File: config.mk
export PLATFORM = sky130hd
export DESIGN_NAME = alu_cluster
export DESIGN_NICKNAME = d
export VERILOG_FILES = /design/src/alu_cluster_pkg.sv /design/src/alu_cluster.sv /design/src/int_alu_lane.sv /design/src/operand_bypass.sv /design/src/shift_lane.sv
export VERILOG_INCLUDE_DIRS = /design/src
export SDC_FILE = /design/constraint.sdc
export NUM_CORES = 2
export LEC_CHECK = 0
export BUFFER_PORTS_ARGS = -buffer_cell sky130_fd_sc_hd__buf_2
export CAP_MARGIN = 20
export CORE_ASPECT_RATIO = 1.75
export CORE_UTILIZATION = 52
export CTS_BUF_LIST = sky130_fd_sc_hd__clkbuf_8
export CTS_CLUSTER_DIAMETER = 120
export CTS_CLUSTER_SIZE = 10
export DETAILED_ROUTE_END_ITERATION = 16
export PLACE_DENSITY = 0.72
export SLEW_MARGIN = 0
export SYNTH_ARGS = -nofsm -noshare
export SYNTH_HDL_FRONTEND = slang
export SYNTH_SLANG_ARGS = --single-unit
File: constraint.sdc
create_clock -name clk -period 13.6 [get_ports clk]
set_input_delay 3.4 -clock clk [delete_from_list [all_inputs] [get_ports clk]]
set_output_delay 3.4 -clock clk [all_outputs]
set_load 0.05 [all_outputs]
File: src/alu_cluster_defs.svh
// data widths, opcode codes, operand source codes and flag bit positions
`ifndef ALU_CLUSTER_DEFS_SVH
`define ALU_CLUSTER_DEFS_SVH

`define ALU_XLEN    64
`define ALU_OP_W    4
`define ALU_SEL_W   4
`define ALU_SCALE_W 2
`define ALU_IMM_W   32
`define ALU_NBUS    4

// integer lane.
`define OP_ADD 4'd1
`define OP_SUB 4'd2
`define OP_CMP 4'd3
`define OP_AND 4'd4
`define OP_OR  4'd5
`define OP_XOR 4'd6
`define OP_LEA 4'd7
`define OP_SHL 4'd8  // shift lane.
`define OP_SHR 4'd9
`define OP_SAR 4'd10

// bus index goes in the low two bits of a bus source code.
`define SRC_REG     4'd0
`define SRC_BUS_NOW 4'd4
`define SRC_BUS_OLD 4'd8

`define FLG_Z 3
`define FLG_C 2
`define FLG_S 1
`define FLG_O 0
`endif

File: src/alu_cluster_pkg.sv
// vector typedefs shared by the ALU cluster blocks
`include "alu_cluster_defs.svh"

package alu_cluster_pkg;

  // data word carried on operands and result buses.
  typedef logic [`ALU_XLEN-1:0] word_t;

  typedef logic [`ALU_OP_W-1:0] opcode_t;

  // register, current bus or previous bus.
  typedef logic [`ALU_SEL_W-1:0] src_sel_t;

  // zero, carry, sign, overflow from msb down.
  typedef logic [3:0] flags_t;

  // address constant, sign-extended when added.
  typedef logic [`ALU_IMM_W-1:0] imm_t;

  typedef logic [`ALU_SCALE_W-1:0] scale_t;  // index shift 0..3.

endpackage

File: src/alu_cluster.sv
// two-lane integer cluster top with result bus history registers
`timescale 1ns/1ps

module alu_cluster import alu_cluster_pkg::*; (
  input  logic     clk,
  input  logic     rst_n,
  input  word_t    ext_bus0,
  input  word_t    ext_bus1,
  input  logic     l0_issue_valid,
  input  opcode_t  l0_op,
  input  word_t    l0_a_val,
  input  word_t    l0_b_val,
  input  word_t    l0_c_val,
  input  src_sel_t l0_a_sel,
  input  src_sel_t l0_b_sel,
  input  src_sel_t l0_c_sel,
  input  imm_t     l0_imm,
  input  scale_t   l0_scale,
  input  logic     l1_issue_valid,
  input  opcode_t  l1_op,
  input  word_t    l1_a_val,
  input  word_t    l1_b_val,
  input  src_sel_t l1_a_sel,
  input  src_sel_t l1_b_sel,
  output word_t    res0,
  output flags_t   res0_flags,
  output logic     res0_valid,
  output word_t    res1,
  output flags_t   res1_flags,
  output logic     res1_valid
);

  word_t ext_bus0_old;
  word_t ext_bus1_old;
  word_t res0_old;
  word_t res1_old;

  // one-cycle-old copy of every bus.
  always_ff @(posedge clk) begin
    ext_bus0_old <= ext_bus0;
    ext_bus1_old <= ext_bus1;
    res0_old     <= res0;
    res1_old     <= res1;
  end

  //////////////////////////////
  int_alu_lane u_int_lane (
    .clk, .rst_n, .issue_valid(l0_issue_valid), .op(l0_op),
    .a_val(l0_a_val), .b_val(l0_b_val), .c_val(l0_c_val),
    .a_sel(l0_a_sel), .b_sel(l0_b_sel), .c_sel(l0_c_sel),
    .imm(l0_imm), .scale(l0_scale),
    .bus_now0(ext_bus0), .bus_now1(ext_bus1), .bus_now2(res0), .bus_now3(res1),
    .bus_old0(ext_bus0_old), .bus_old1(ext_bus1_old),
    .bus_old2(res0_old), .bus_old3(res1_old),
    .res(res0), .res_flags(res0_flags), .res_valid(res0_valid)
  );

  shift_lane u_shift_lane (
    .clk, .rst_n, .issue_valid(l1_issue_valid), .op(l1_op),
    .a_val(l1_a_val), .b_val(l1_b_val), .a_sel(l1_a_sel), .b_sel(l1_b_sel),
    .bus_now0(ext_bus0), .bus_now1(ext_bus1), .bus_now2(res0), .bus_now3(res1),
    .bus_old0(ext_bus0_old), .bus_old1(ext_bus1_old),
    .bus_old2(res0_old), .bus_old3(res1_old),
    .res(res1), .res_flags(res1_flags), .res_valid(res1_valid)
  );

endmodule

File: src/int_alu_lane.sv
// integer lane with add/sub/compare, logic ops, flags and address adder
`timescale 1ns/1ps
`include "alu_cluster_defs.svh"

module int_alu_lane import alu_cluster_pkg::*; (
  input  logic     clk,
  input  logic     rst_n,
  input  logic     issue_valid,
  input  opcode_t  op,
  input  word_t    a_val,
  input  word_t    b_val,
  input  word_t    c_val,
  input  src_sel_t a_sel,
  input  src_sel_t b_sel,
  input  src_sel_t c_sel,
  input  imm_t     imm,
  input  scale_t   scale,
  input  word_t    bus_now0,
  input  word_t    bus_now1,
  input  word_t    bus_now2,
  input  word_t    bus_now3,
  input  word_t    bus_old0,
  input  word_t    bus_old1,
  input  word_t    bus_old2,
  input  word_t    bus_old3,
  output word_t    res,
  output flags_t   res_flags,
  output logic     res_valid
);

  word_t              a_q;
  word_t              b_q;
  word_t              c_q;
  logic               v1_q;
  logic               arith_q;
  logic               sub_q;
  logic               cmp_q;
  logic               lea_q;
  logic [1:0]         logic_q;  // 1 and, 2 or, 3 xor.
  imm_t               imm_q;
  scale_t             scale_q;
  word_t              b_eff;
  logic [`ALU_XLEN:0] sum;
  logic               carry;
  logic               ovf;
  word_t              logic_r;
  word_t              ea;
  word_t              res_d;
  flags_t             flags_d;

  operand_bypass u_a_byp (
    .clk, .rst_n, .issue_valid, .sel(a_sel), .reg_val(a_val),
    .bus_now0, .bus_now1, .bus_now2, .bus_now3,
    .bus_old0, .bus_old1, .bus_old2, .bus_old3, .opnd(a_q)
  );
  operand_bypass u_b_byp (
    .clk, .rst_n, .issue_valid, .sel(b_sel), .reg_val(b_val),
    .bus_now0, .bus_now1, .bus_now2, .bus_now3,
    .bus_old0, .bus_old1, .bus_old2, .bus_old3, .opnd(b_q)
  );
  operand_bypass u_c_byp (
    .clk, .rst_n, .issue_valid, .sel(c_sel), .reg_val(c_val),
    .bus_now0, .bus_now1, .bus_now2, .bus_now3,
    .bus_old0, .bus_old1, .bus_old2, .bus_old3, .opnd(c_q)
  );

  //////////////////////////////
  // stage 1 decode.
  always_ff @(posedge clk or negedge rst_n) begin
    if (!rst_n) begin
      v1_q    <= 1'b0;
      arith_q <= 1'b0;
      sub_q   <= 1'b0;
      cmp_q   <= 1'b0;
      lea_q   <= 1'b0;
      logic_q <= 2'd0;
    end else begin
      v1_q <= issue_valid;
      if (issue_valid) begin
        arith_q <= op == `OP_ADD || op == `OP_SUB || op == `OP_CMP;
        sub_q   <= op == `OP_SUB || op == `OP_CMP;
        cmp_q   <= op == `OP_CMP;
        lea_q   <= op == `OP_LEA;
        logic_q <= (op == `OP_AND) ? 2'd1 : (op == `OP_OR) ? 2'd2 :
                   (op == `OP_XOR) ? 2'd3 : 2'd0;
      end
    end
  end

  always_ff @(posedge clk) begin
    if (issue_valid) begin
      imm_q   <= imm;
      scale_q <= scale;
    end
  end

  //////////////////////////////
  // stage 2 execute.
  assign b_eff = sub_q ? ~b_q : b_q;
  assign sum   = {1'b0, a_q} + {1'b0, b_eff} + {{`ALU_XLEN{1'b0}}, sub_q};
  assign carry = sum[`ALU_XLEN] ^ sub_q;  // borrow on subtract.
  assign ovf   = (a_q[`ALU_XLEN-1] == b_eff[`ALU_XLEN-1]) &&
                 (sum[`ALU_XLEN-1] != a_q[`ALU_XLEN-1]);
  assign ea    = a_q + (c_q << scale_q) +
                 {{(`ALU_XLEN-`ALU_IMM_W){imm_q[`ALU_IMM_W-1]}}, imm_q};

  always_comb begin
    case (logic_q)
      2'd1:    logic_r = a_q & b_q;
      2'd2:    logic_r = a_q | b_q;
      2'd3:    logic_r = a_q ^ b_q;
      default: logic_r = '0;
    endcase
    res_d   = '0;
    flags_d = '0;
    if (arith_q) begin
      res_d = sum[`ALU_XLEN-1:0];
      flags_d[`FLG_C] = carry;
      flags_d[`FLG_O] = ovf;
    end else if (logic_q != 2'd0) begin
      res_d = logic_r;
    end else if (lea_q) begin
      res_d = ea;  // address ops leave flags clear.
    end
    if (arith_q || logic_q != 2'd0) begin
      flags_d[`FLG_Z] = res_d == '0;
      flags_d[`FLG_S] = res_d[`ALU_XLEN-1];
    end
  end

  always_ff @(posedge clk or negedge rst_n) begin
    if (!rst_n) begin
      res       <= '0;
      res_flags <= '0;
      res_valid <= 1'b0;
    end else begin
      res_valid <= v1_q;
      if (v1_q) begin
        if (!cmp_q) res <= res_d;  // compare only updates flags.
        res_flags <= flags_d;
      end
    end
  end

endmodule

File: src/operand_bypass.sv
// operand source select and issue register for one lane operand
`timescale 1ns/1ps
`include "alu_cluster_defs.svh"

module operand_bypass import alu_cluster_pkg::*; (
  input  logic     clk,
  input  logic     rst_n,
  input  logic     issue_valid,
  input  src_sel_t sel,
  input  word_t    reg_val,
  input  word_t    bus_now0,
  input  word_t    bus_now1,
  input  word_t    bus_now2,
  input  word_t    bus_now3,
  input  word_t    bus_old0,
  input  word_t    bus_old1,
  input  word_t    bus_old2,
  input  word_t    bus_old3,
  output word_t    opnd
);

  word_t now_w [`ALU_NBUS];
  word_t old_w [`ALU_NBUS];
  logic  use_now;
  logic  use_old;
  word_t opnd_d;

  assign now_w = '{bus_now0, bus_now1, bus_now2, bus_now3};
  assign old_w = '{bus_old0, bus_old1, bus_old2, bus_old3};

  assign use_now = {sel[3:2], 2'b00} == `SRC_BUS_NOW;
  assign use_old = {sel[3:2], 2'b00} == `SRC_BUS_OLD;

  // anything that is not a bus code falls back to the register read.
  assign opnd_d = use_now ? now_w[sel[1:0]] :
                  use_old ? old_w[sel[1:0]] : reg_val;

  always_ff @(posedge clk or negedge rst_n) begin
    if (!rst_n) begin
      opnd <= '0;
    end else if (issue_valid) begin
      opnd <= opnd_d;  // held until the next issue.
    end
  end

endmodule

File: src/shift_lane.sv
// shift lane with shl/shr/sar barrel shifter and zero/sign flags
`timescale 1ns/1ps
`include "alu_cluster_defs.svh"

module shift_lane import alu_cluster_pkg::*; (
  input  logic     clk,
  input  logic     rst_n,
  input  logic     issue_valid,
  input  opcode_t  op,
  input  word_t    a_val,
  input  word_t    b_val,
  input  src_sel_t a_sel,
  input  src_sel_t b_sel,
  input  word_t    bus_now0,
  input  word_t    bus_now1,
  input  word_t    bus_now2,
  input  word_t    bus_now3,
  input  word_t    bus_old0,
  input  word_t    bus_old1,
  input  word_t    bus_old2,
  input  word_t    bus_old3,
  output word_t    res,
  output flags_t   res_flags,
  output logic     res_valid
);

  localparam int SHAMT_W = $clog2(`ALU_XLEN);

  word_t              a_q;
  word_t              b_q;
  logic               v1_q;
  logic               sh_en_q;
  logic               dir_q;  // 1 shifts right.
  logic               arith_q;
  logic [SHAMT_W-1:0] amt;
  word_t              sh_r;

  operand_bypass u_a_byp (
    .clk, .rst_n, .issue_valid, .sel(a_sel), .reg_val(a_val),
    .bus_now0, .bus_now1, .bus_now2, .bus_now3,
    .bus_old0, .bus_old1, .bus_old2, .bus_old3, .opnd(a_q)
  );
  operand_bypass u_b_byp (
    .clk, .rst_n, .issue_valid, .sel(b_sel), .reg_val(b_val),
    .bus_now0, .bus_now1, .bus_now2, .bus_now3,
    .bus_old0, .bus_old1, .bus_old2, .bus_old3, .opnd(b_q)
  );

  always_ff @(posedge clk or negedge rst_n) begin
    if (!rst_n) begin
      v1_q    <= 1'b0;
      sh_en_q <= 1'b0;
      dir_q   <= 1'b0;
      arith_q <= 1'b0;
    end else begin
      v1_q <= issue_valid;
      if (issue_valid) begin
        sh_en_q <= op == `OP_SHL || op == `OP_SHR || op == `OP_SAR;
        dir_q   <= op == `OP_SHR || op == `OP_SAR;
        arith_q <= op == `OP_SAR;
      end
    end
  end

  assign amt = b_q[SHAMT_W-1:0];

  always_comb begin
    if (!sh_en_q)     sh_r = '0;
    else if (!dir_q)  sh_r = a_q << amt;
    else if (arith_q) sh_r = $signed(a_q) >>> amt;
    else              sh_r = a_q >> amt;
  end

  always_ff @(posedge clk or negedge rst_n) begin
    if (!rst_n) begin
      res       <= '0;
      res_flags <= '0;
      res_valid <= 1'b0;
    end else begin
      res_valid <= v1_q;
      if (v1_q) begin
        res       <= sh_r;
        res_flags <= {sh_en_q && sh_r == '0, 1'b0, sh_r[`ALU_XLEN-1], 1'b0};
      end
    end
  end

endmodule

# Yosys cells after proc, flatten, opt, wreduce, memory -nomap -nowiden
# Index checks and enable logic that the tools add are counted.
# Widths: inputs -> output; s select.
[word_totals]
reg_bits = 699
inputBits = 514
out_inout_bits = 138
word_cells = 144
[op_classes]
addsub = 4
n_lt_le_gt_ge = 5
n_eq_ne = 25
shift = 4
muxes = 55
bitwise = 11
n_reduce_logical = 13
[op_table]
columns = ["op", "count"]
rows = [
  ["$mux 64", 31],
  ["$bmux 64 s2", 10],
  ["$pmux 64 s3", 1],
  ["$add 64x64->64", 2],
  ["$logic_not 64->1", 2],
  ["$add 64x64->65", 1],
  ["$add 65x1->65", 1],
  ["$and 64x64->64", 1],
  ["$not 64->64", 1],
  ["$or 64x64->64", 1],
  ["$shl 64x2->64", 1],
  ["$shl 64x6->64", 1],
  ["$shr 64x6->64", 1],
  ["$sshr 64x6->64", 1],
  ["$xor 64x64->64", 1],
  ["$mux 6", 6],
  ["$eq 4x3->1 const B", 4],
  ["$ge 3x3->1 const B", 5],
  ["$not 2->3", 5],
  ["$eq 2x2->1 const B", 7],
  ["$eq 2x1->1 const B", 6],
  ["$eq 4x4->1 const B", 3],
  ["$eq 4x2->1 const B", 2],
  ["$logic_or 1x1->1", 7],
  ["10 further kinds", 16],
]

# Logic depth before layout (Yosys ltp)
[logic_depth]
word_depth = 8
mapped_depth = 19
ltp_nobuf = 18

# By module
# Synthesis repeated with hierarchy kept, for this count alone.
[hier_totals]
hier_cells = 7229
area_unflattened_um2 = 70694.1
[modules_own_cells]
columns = ["module", "n_inst", "cells_per_inst", "area_each_um2", "seq_area_each_um2"]
rows = [
  ["operand_bypass", 5, 659, 6729.0, 1601.5],
  ["int_alu_lane", 1, 2316, 19543.7, 2922.8],
  ["shift_lane", 1, 1362, 12380.6, 1751.7],
  ["alu_cluster", 1, 256, 5124.9, 5124.9],
]

# Least setup slack after synthesis
# No wires, ideal clock.
[synth_timing]
kind = "reg2reg"
startpoint = "reg u_int_lane.scale_q[0]"
endpoint = "reg u_int_lane.res_flags[3]"
setup_time_ns = 0.065
arrival_time_ns = 5.697
required_ns = 13.535
path_slack_ns = 7.838
stages_incl_launch_ff = 20
n_path_buf = 3
period_less_slack_ns = 5.762
path_cell_list = "edfxtp_1 buf_1 buf_1 mux4_2 fa_1 ha_1 clkbuf_1 nand4_1 nor4_1 a32o_2 o41ai_4 o221a_4 o21a_4 o21bai_1 xnor2_1 a221oi_1 or4b_1 nor4_1 and4_1 a31o_1"
[synth_between]
elab_chain_cells = 8
[synth_lines]
columns = ["element", "line_no", "source"]
rows = [
  ["from (decl)", "int_alu_lane.sv:41", "scale_t scale_q;"],
  ["from (signal assigned)", "int_alu_lane.sv:93", "scale_q <= scale;"],
  ["$shl 64x2->64", "int_alu_lane.sv:104", "assign ea = a_q + (c_q << scale_q) +"],
  ["$add 64x64->64 (2 in a row)", "int_alu_lane.sv:104", ""],
  ["$mux 64", "int_alu_lane.sv:122", "end else if (lea_q) begin"],
  ["$mux 64", "int_alu_lane.sv:120", "end else if (logic_q != 2'd0) begin"],
  ["$mux 64", "int_alu_lane.sv:116", "if (arith_q) begin"],
  ["$logic_not 64->1", "int_alu_lane.sv:126", "flags_d[`FLG_Z] = res_d == '0;"],
  ["$mux 1", "int_alu_lane.sv:125", "if (arith_q || logic_q != 2'd0) begin"],
  ["to (signal assigned)", "int_alu_lane.sv:140", "res_flags <= flags_d;"],
  ["to (decl)", "int_alu_lane.sv:27", "output flags_t res_flags,"],
]
# No other way between the ends.
# A chain may end at the register's enable or synchronous reset.

# Final worst setup path
# Ends and elaborated chain as after synthesis.

==> impl_metrics.env <==
export IMPL_overflow=0
export IMPL_postRouteAntennaNets=0
export IMPL_cap_viol_max_count=0
export IMPL_cp_slowest_stage_delay_ns=0.98
export IMPL_ys_top_cells_by_area="mux4_2, dfrtp_1, dfxtp_1"
export IMPL_startpoint="u_int_lane.scale_q[0]"
export IMPL_fin_nets=7547
export IMPL_synth_edff_count=34
export IMPL_period_share=0.6362
export IMPL_area_delta_synth_final_pct=8.082
export IMPL_grt_pass1_vias=59410
export IMPL_grt_max_degree=144
export IMPL_fmax_mhz=115.6
export IMPL_critPathArrivalTime_ns=9.43
export IMPL_wl_met2_mm=138.6
export IMPL_met1_length_mm=103.6
export IMPL_layout_setup_ws_ns=4.947
export IMPL_die_w_um=270.2
export IMPL_antenna_found_initial=83
export IMPL_drt_iter0_drc=7908
export IMPL_synth_most_common_cell="mux4_2"
export IMPL_synth_compound_area_frac=0.1773
export IMPL_slowest_stage="o31ai_1"
export IMPL_ys_top_cells_by_count="mux4_2, a21oi_1, nand2_1, o21ai_0, nor2_1"
export IMPL_core_sq_um=124500
export IMPL_h_tree_depth=3
export IMPL_syn_cell_area_sq_um=65440
export IMPL_cts_root_buf="clkbuf_8"
export IMPL_detail_route_drc_violations=0
export IMPL_io_pins=652
export IMPL_dpl_hpwl_mm=237.2
export IMPL_ir_drop_v=0.0001496
export IMPL_ys_ff_latch=698
export IMPL_die_h_um=471.3
export IMPL_cts_sinks=698
export IMPL_path_cells="buf_4 > buf_4 > mux4_2 > fa_1 > ha_1 > nand4_1 > nor3_1 > a21oi_1 > o31ai_1 > xnor2_1 > o221ai_1 > a2111oi_1 > nand4_1 > or4b_1 > nor4_1 > and4_1 > a31o_1"
export IMPL_whs_ns=0.5009
export IMPL_fill_cells=10960
export IMPL_clk_pin_slew_ns=0.08
export IMPL_worstPathMaxFanout=36
export IMPL_async_flop_share=0.5845
export IMPL_critPathKind="register to register"
export IMPL_setup_viol=0
export IMPL_clkLatencyLatePin_ns=0.87
export IMPL_path_buf_inv=2
export IMPL_stdcell_area_sq_um=70730
export IMPL_drive_above_1_share=0.2539
export IMPL_routabilityCongestion=1.089
export IMPL_required_ns=14.38
export IMPL_post_dp_cell_area_sq_um=69070
export IMPL_netlist_instances=6542
export IMPL_top_layer="met5"
export IMPL_status="finished, final reports clean"
export IMPL_cts_hold_buf=0
export IMPL_dieArea_sq_um=127300
export IMPL_fin_crit_ns=8.653
export IMPL_multi_input_area_sq_um=46100
export IMPL_synth_fa_ha_area_frac=0.06825
export IMPL_clock_path_buffers=3
export IMPL_ys_flop_type="dfrtp_1"
export IMPL_seqCellArea_sq_um=16380
export IMPL_rows=171
export IMPL_grt_pass1_wl_mm=434.0
export IMPL_muxShareOfSynthArea=0.3295
export IMPL_start_util=0.5256
export IMPL_hp_class="register to register"
export IMPL_utilization=0.5680
export IMPL_route_met3_wl_mm=35.70
export IMPL_vias=61160
export IMPL_synth_simple_area_share=0.1058
export IMPL_pre_cts_slack_ns=4.978
export IMPL_power_leakage_uw=0.02902
export IMPL_cts_resized=0
export IMPL_path_delay_family="simple AND/OR/NAND/NOR gates"
export IMPL_synth_top_cell_by_area="mux4_2"
export IMPL_drt_pass1_iter_count=7
export IMPL_slew_headroom=0.1178
export IMPL_synth_distinct_cells=98
export IMPL_rr_startpoint="u_int_lane.scale_q[0]"
export IMPL_slew_violations=0
export IMPL_end_kind="register"
export IMPL_tightest_slew_ns=1.323
export IMPL_avgViaCountPerCell=7.213
export IMPL_synth_avg_cell_area_sq_um=10.00
export IMPL_grt_usage=0.4784
export IMPL_io_buffers=591
export IMPL_hold_start="u_shift_lane.res[42]"
export IMPL_skew_ns=0.07114
export IMPL_power_density_nw_per_um2=148.1
export IMPL_critPathLaunchType="register"
export IMPL_wire_per_inst_um=36.30
export IMPL_tns_ns=0
export IMPL_yosysWarningCount=0
export IMPL_post_cts_buffers=0
export IMPL_yosys_area_top_type_share=0.2433
export IMPL_ys_seq_area_frac=0.2499
export IMPL_finalWirelength_mm=307.8
export IMPL_rsz0062_at_grt="false"
export IMPL_hold_viol_final=0
export IMPL_synth_top_family_by_area="multiplexers"
export IMPL_numCtsBuffers=80
export IMPL_cts_tree="built"
export IMPL_synthXorXnorAreaFrac=0.02275
-- per-layer routing --
layer  track usage  vias to the layer above
met5             0                        -
met4        0.3839                       56
met3        0.1396                     1046
met2        0.7387                     4108
met1        0.5541                    30470
li1              -                    25480
-- worst register-to-register path, stage by stage (launching register included) --
cell       delay (ns)
edfxtp_1         0.34
buf_4            0.59
buf_4            0.67
mux4_2           0.69
fa_1             0.47
ha_1             0.50
nand4_1          0.28
nor3_1           0.42
a21oi_1          0.18
o31ai_1          0.98
xnor2_1          0.27
o221ai_1         0.39
a2111oi_1        0.39
nand4_1          0.41
or4b_1           0.75
nor4_1           0.81
and4_1           0.33
a31o_1           0.14
-- cells in the final DEF (no fill, tap or decap), drive strengths merged, types with 86 or more instances in the layout --
master  count
nor2      449
nor2b     283
clkbuf     86
mux2i     373
a211oi    312
xor2      106
inv       233
nand2     469
mux4      707
a21oi     596
ha        253
dfxtp     256
buf       697
dfrtp     408
mux2      169
o21ai     464
-- power breakdown --
part	internal (uW)	switching, uW	total [uW]
clock	584	921	1500
sequential	2360	624	2990
combinational	2220	3760	5990
total	5170	5310	10500
-- layout make-up --
type	instances	area share
Antenna cell	54	0.001910
Timing Repair Buffer	701	0.05609
Sequential cell	698	0.2316
Multi-Input combinational cell	5063	0.6518
Inverter	171	0.009110
Clock buffer	82	0.01596
Tap cell	1643	0.02906
Clock inverter	67	0.004422
-- sequential cells by signal (all words and copies together), names as in the netlist, 6 cells and up --
register,cells
u_int_lane.u_a_byp.opnd,64
u_shift_lane.res,63
ext_bus0_old,64
u_int_lane.res,64
u_shift_lane.u_b_byp.opnd,6
res1_old,64
u_int_lane.imm_q,32
res0_old,64
u_int_lane.u_b_byp.opnd,64
u_int_lane.u_c_byp.opnd,64
ext_bus1_old,64
u_shift_lane.u_a_byp.opnd,64
-- through the flow --
stage | cells | power (uW)
after floorplan | 6543 | 6570
after global placement | 8267 | 8690
after detailed placement | 8267 | 8735
after CTS | 8416 | 10240
after global routing | 8456 | 10830
final | 8479 | 10480
-- path summary, 6_finish.rpt --
kind	endpoint	slack, ns	depth (start not counted)
setup / recovery	u_int_lane.res_flags[3]	4.95	17
hold / removal	res1_old[42]	0.50	0
setup reg to reg	u_int_lane.res_flags[3]	4.95	17
hold reg to reg	res1_old[42]	0.50	0
max in group asynchronous	u_int_lane.arith_q	8.90	3
min in group asynchronous	u_shift_lane.res[9]	2.48	1
-- cells by family (layout without fill, tap and decap cells) --
group	count (synthesis)	count (layout)
xor+xnor	170	170
other cells	1	56
fa+ha+maj	318	318
compound gates	1850	1850
mux	1249	1249
flops	698	698
buf+inv	782	1021
simple gates	1474	1474
(Power assumes the default switching activity.)
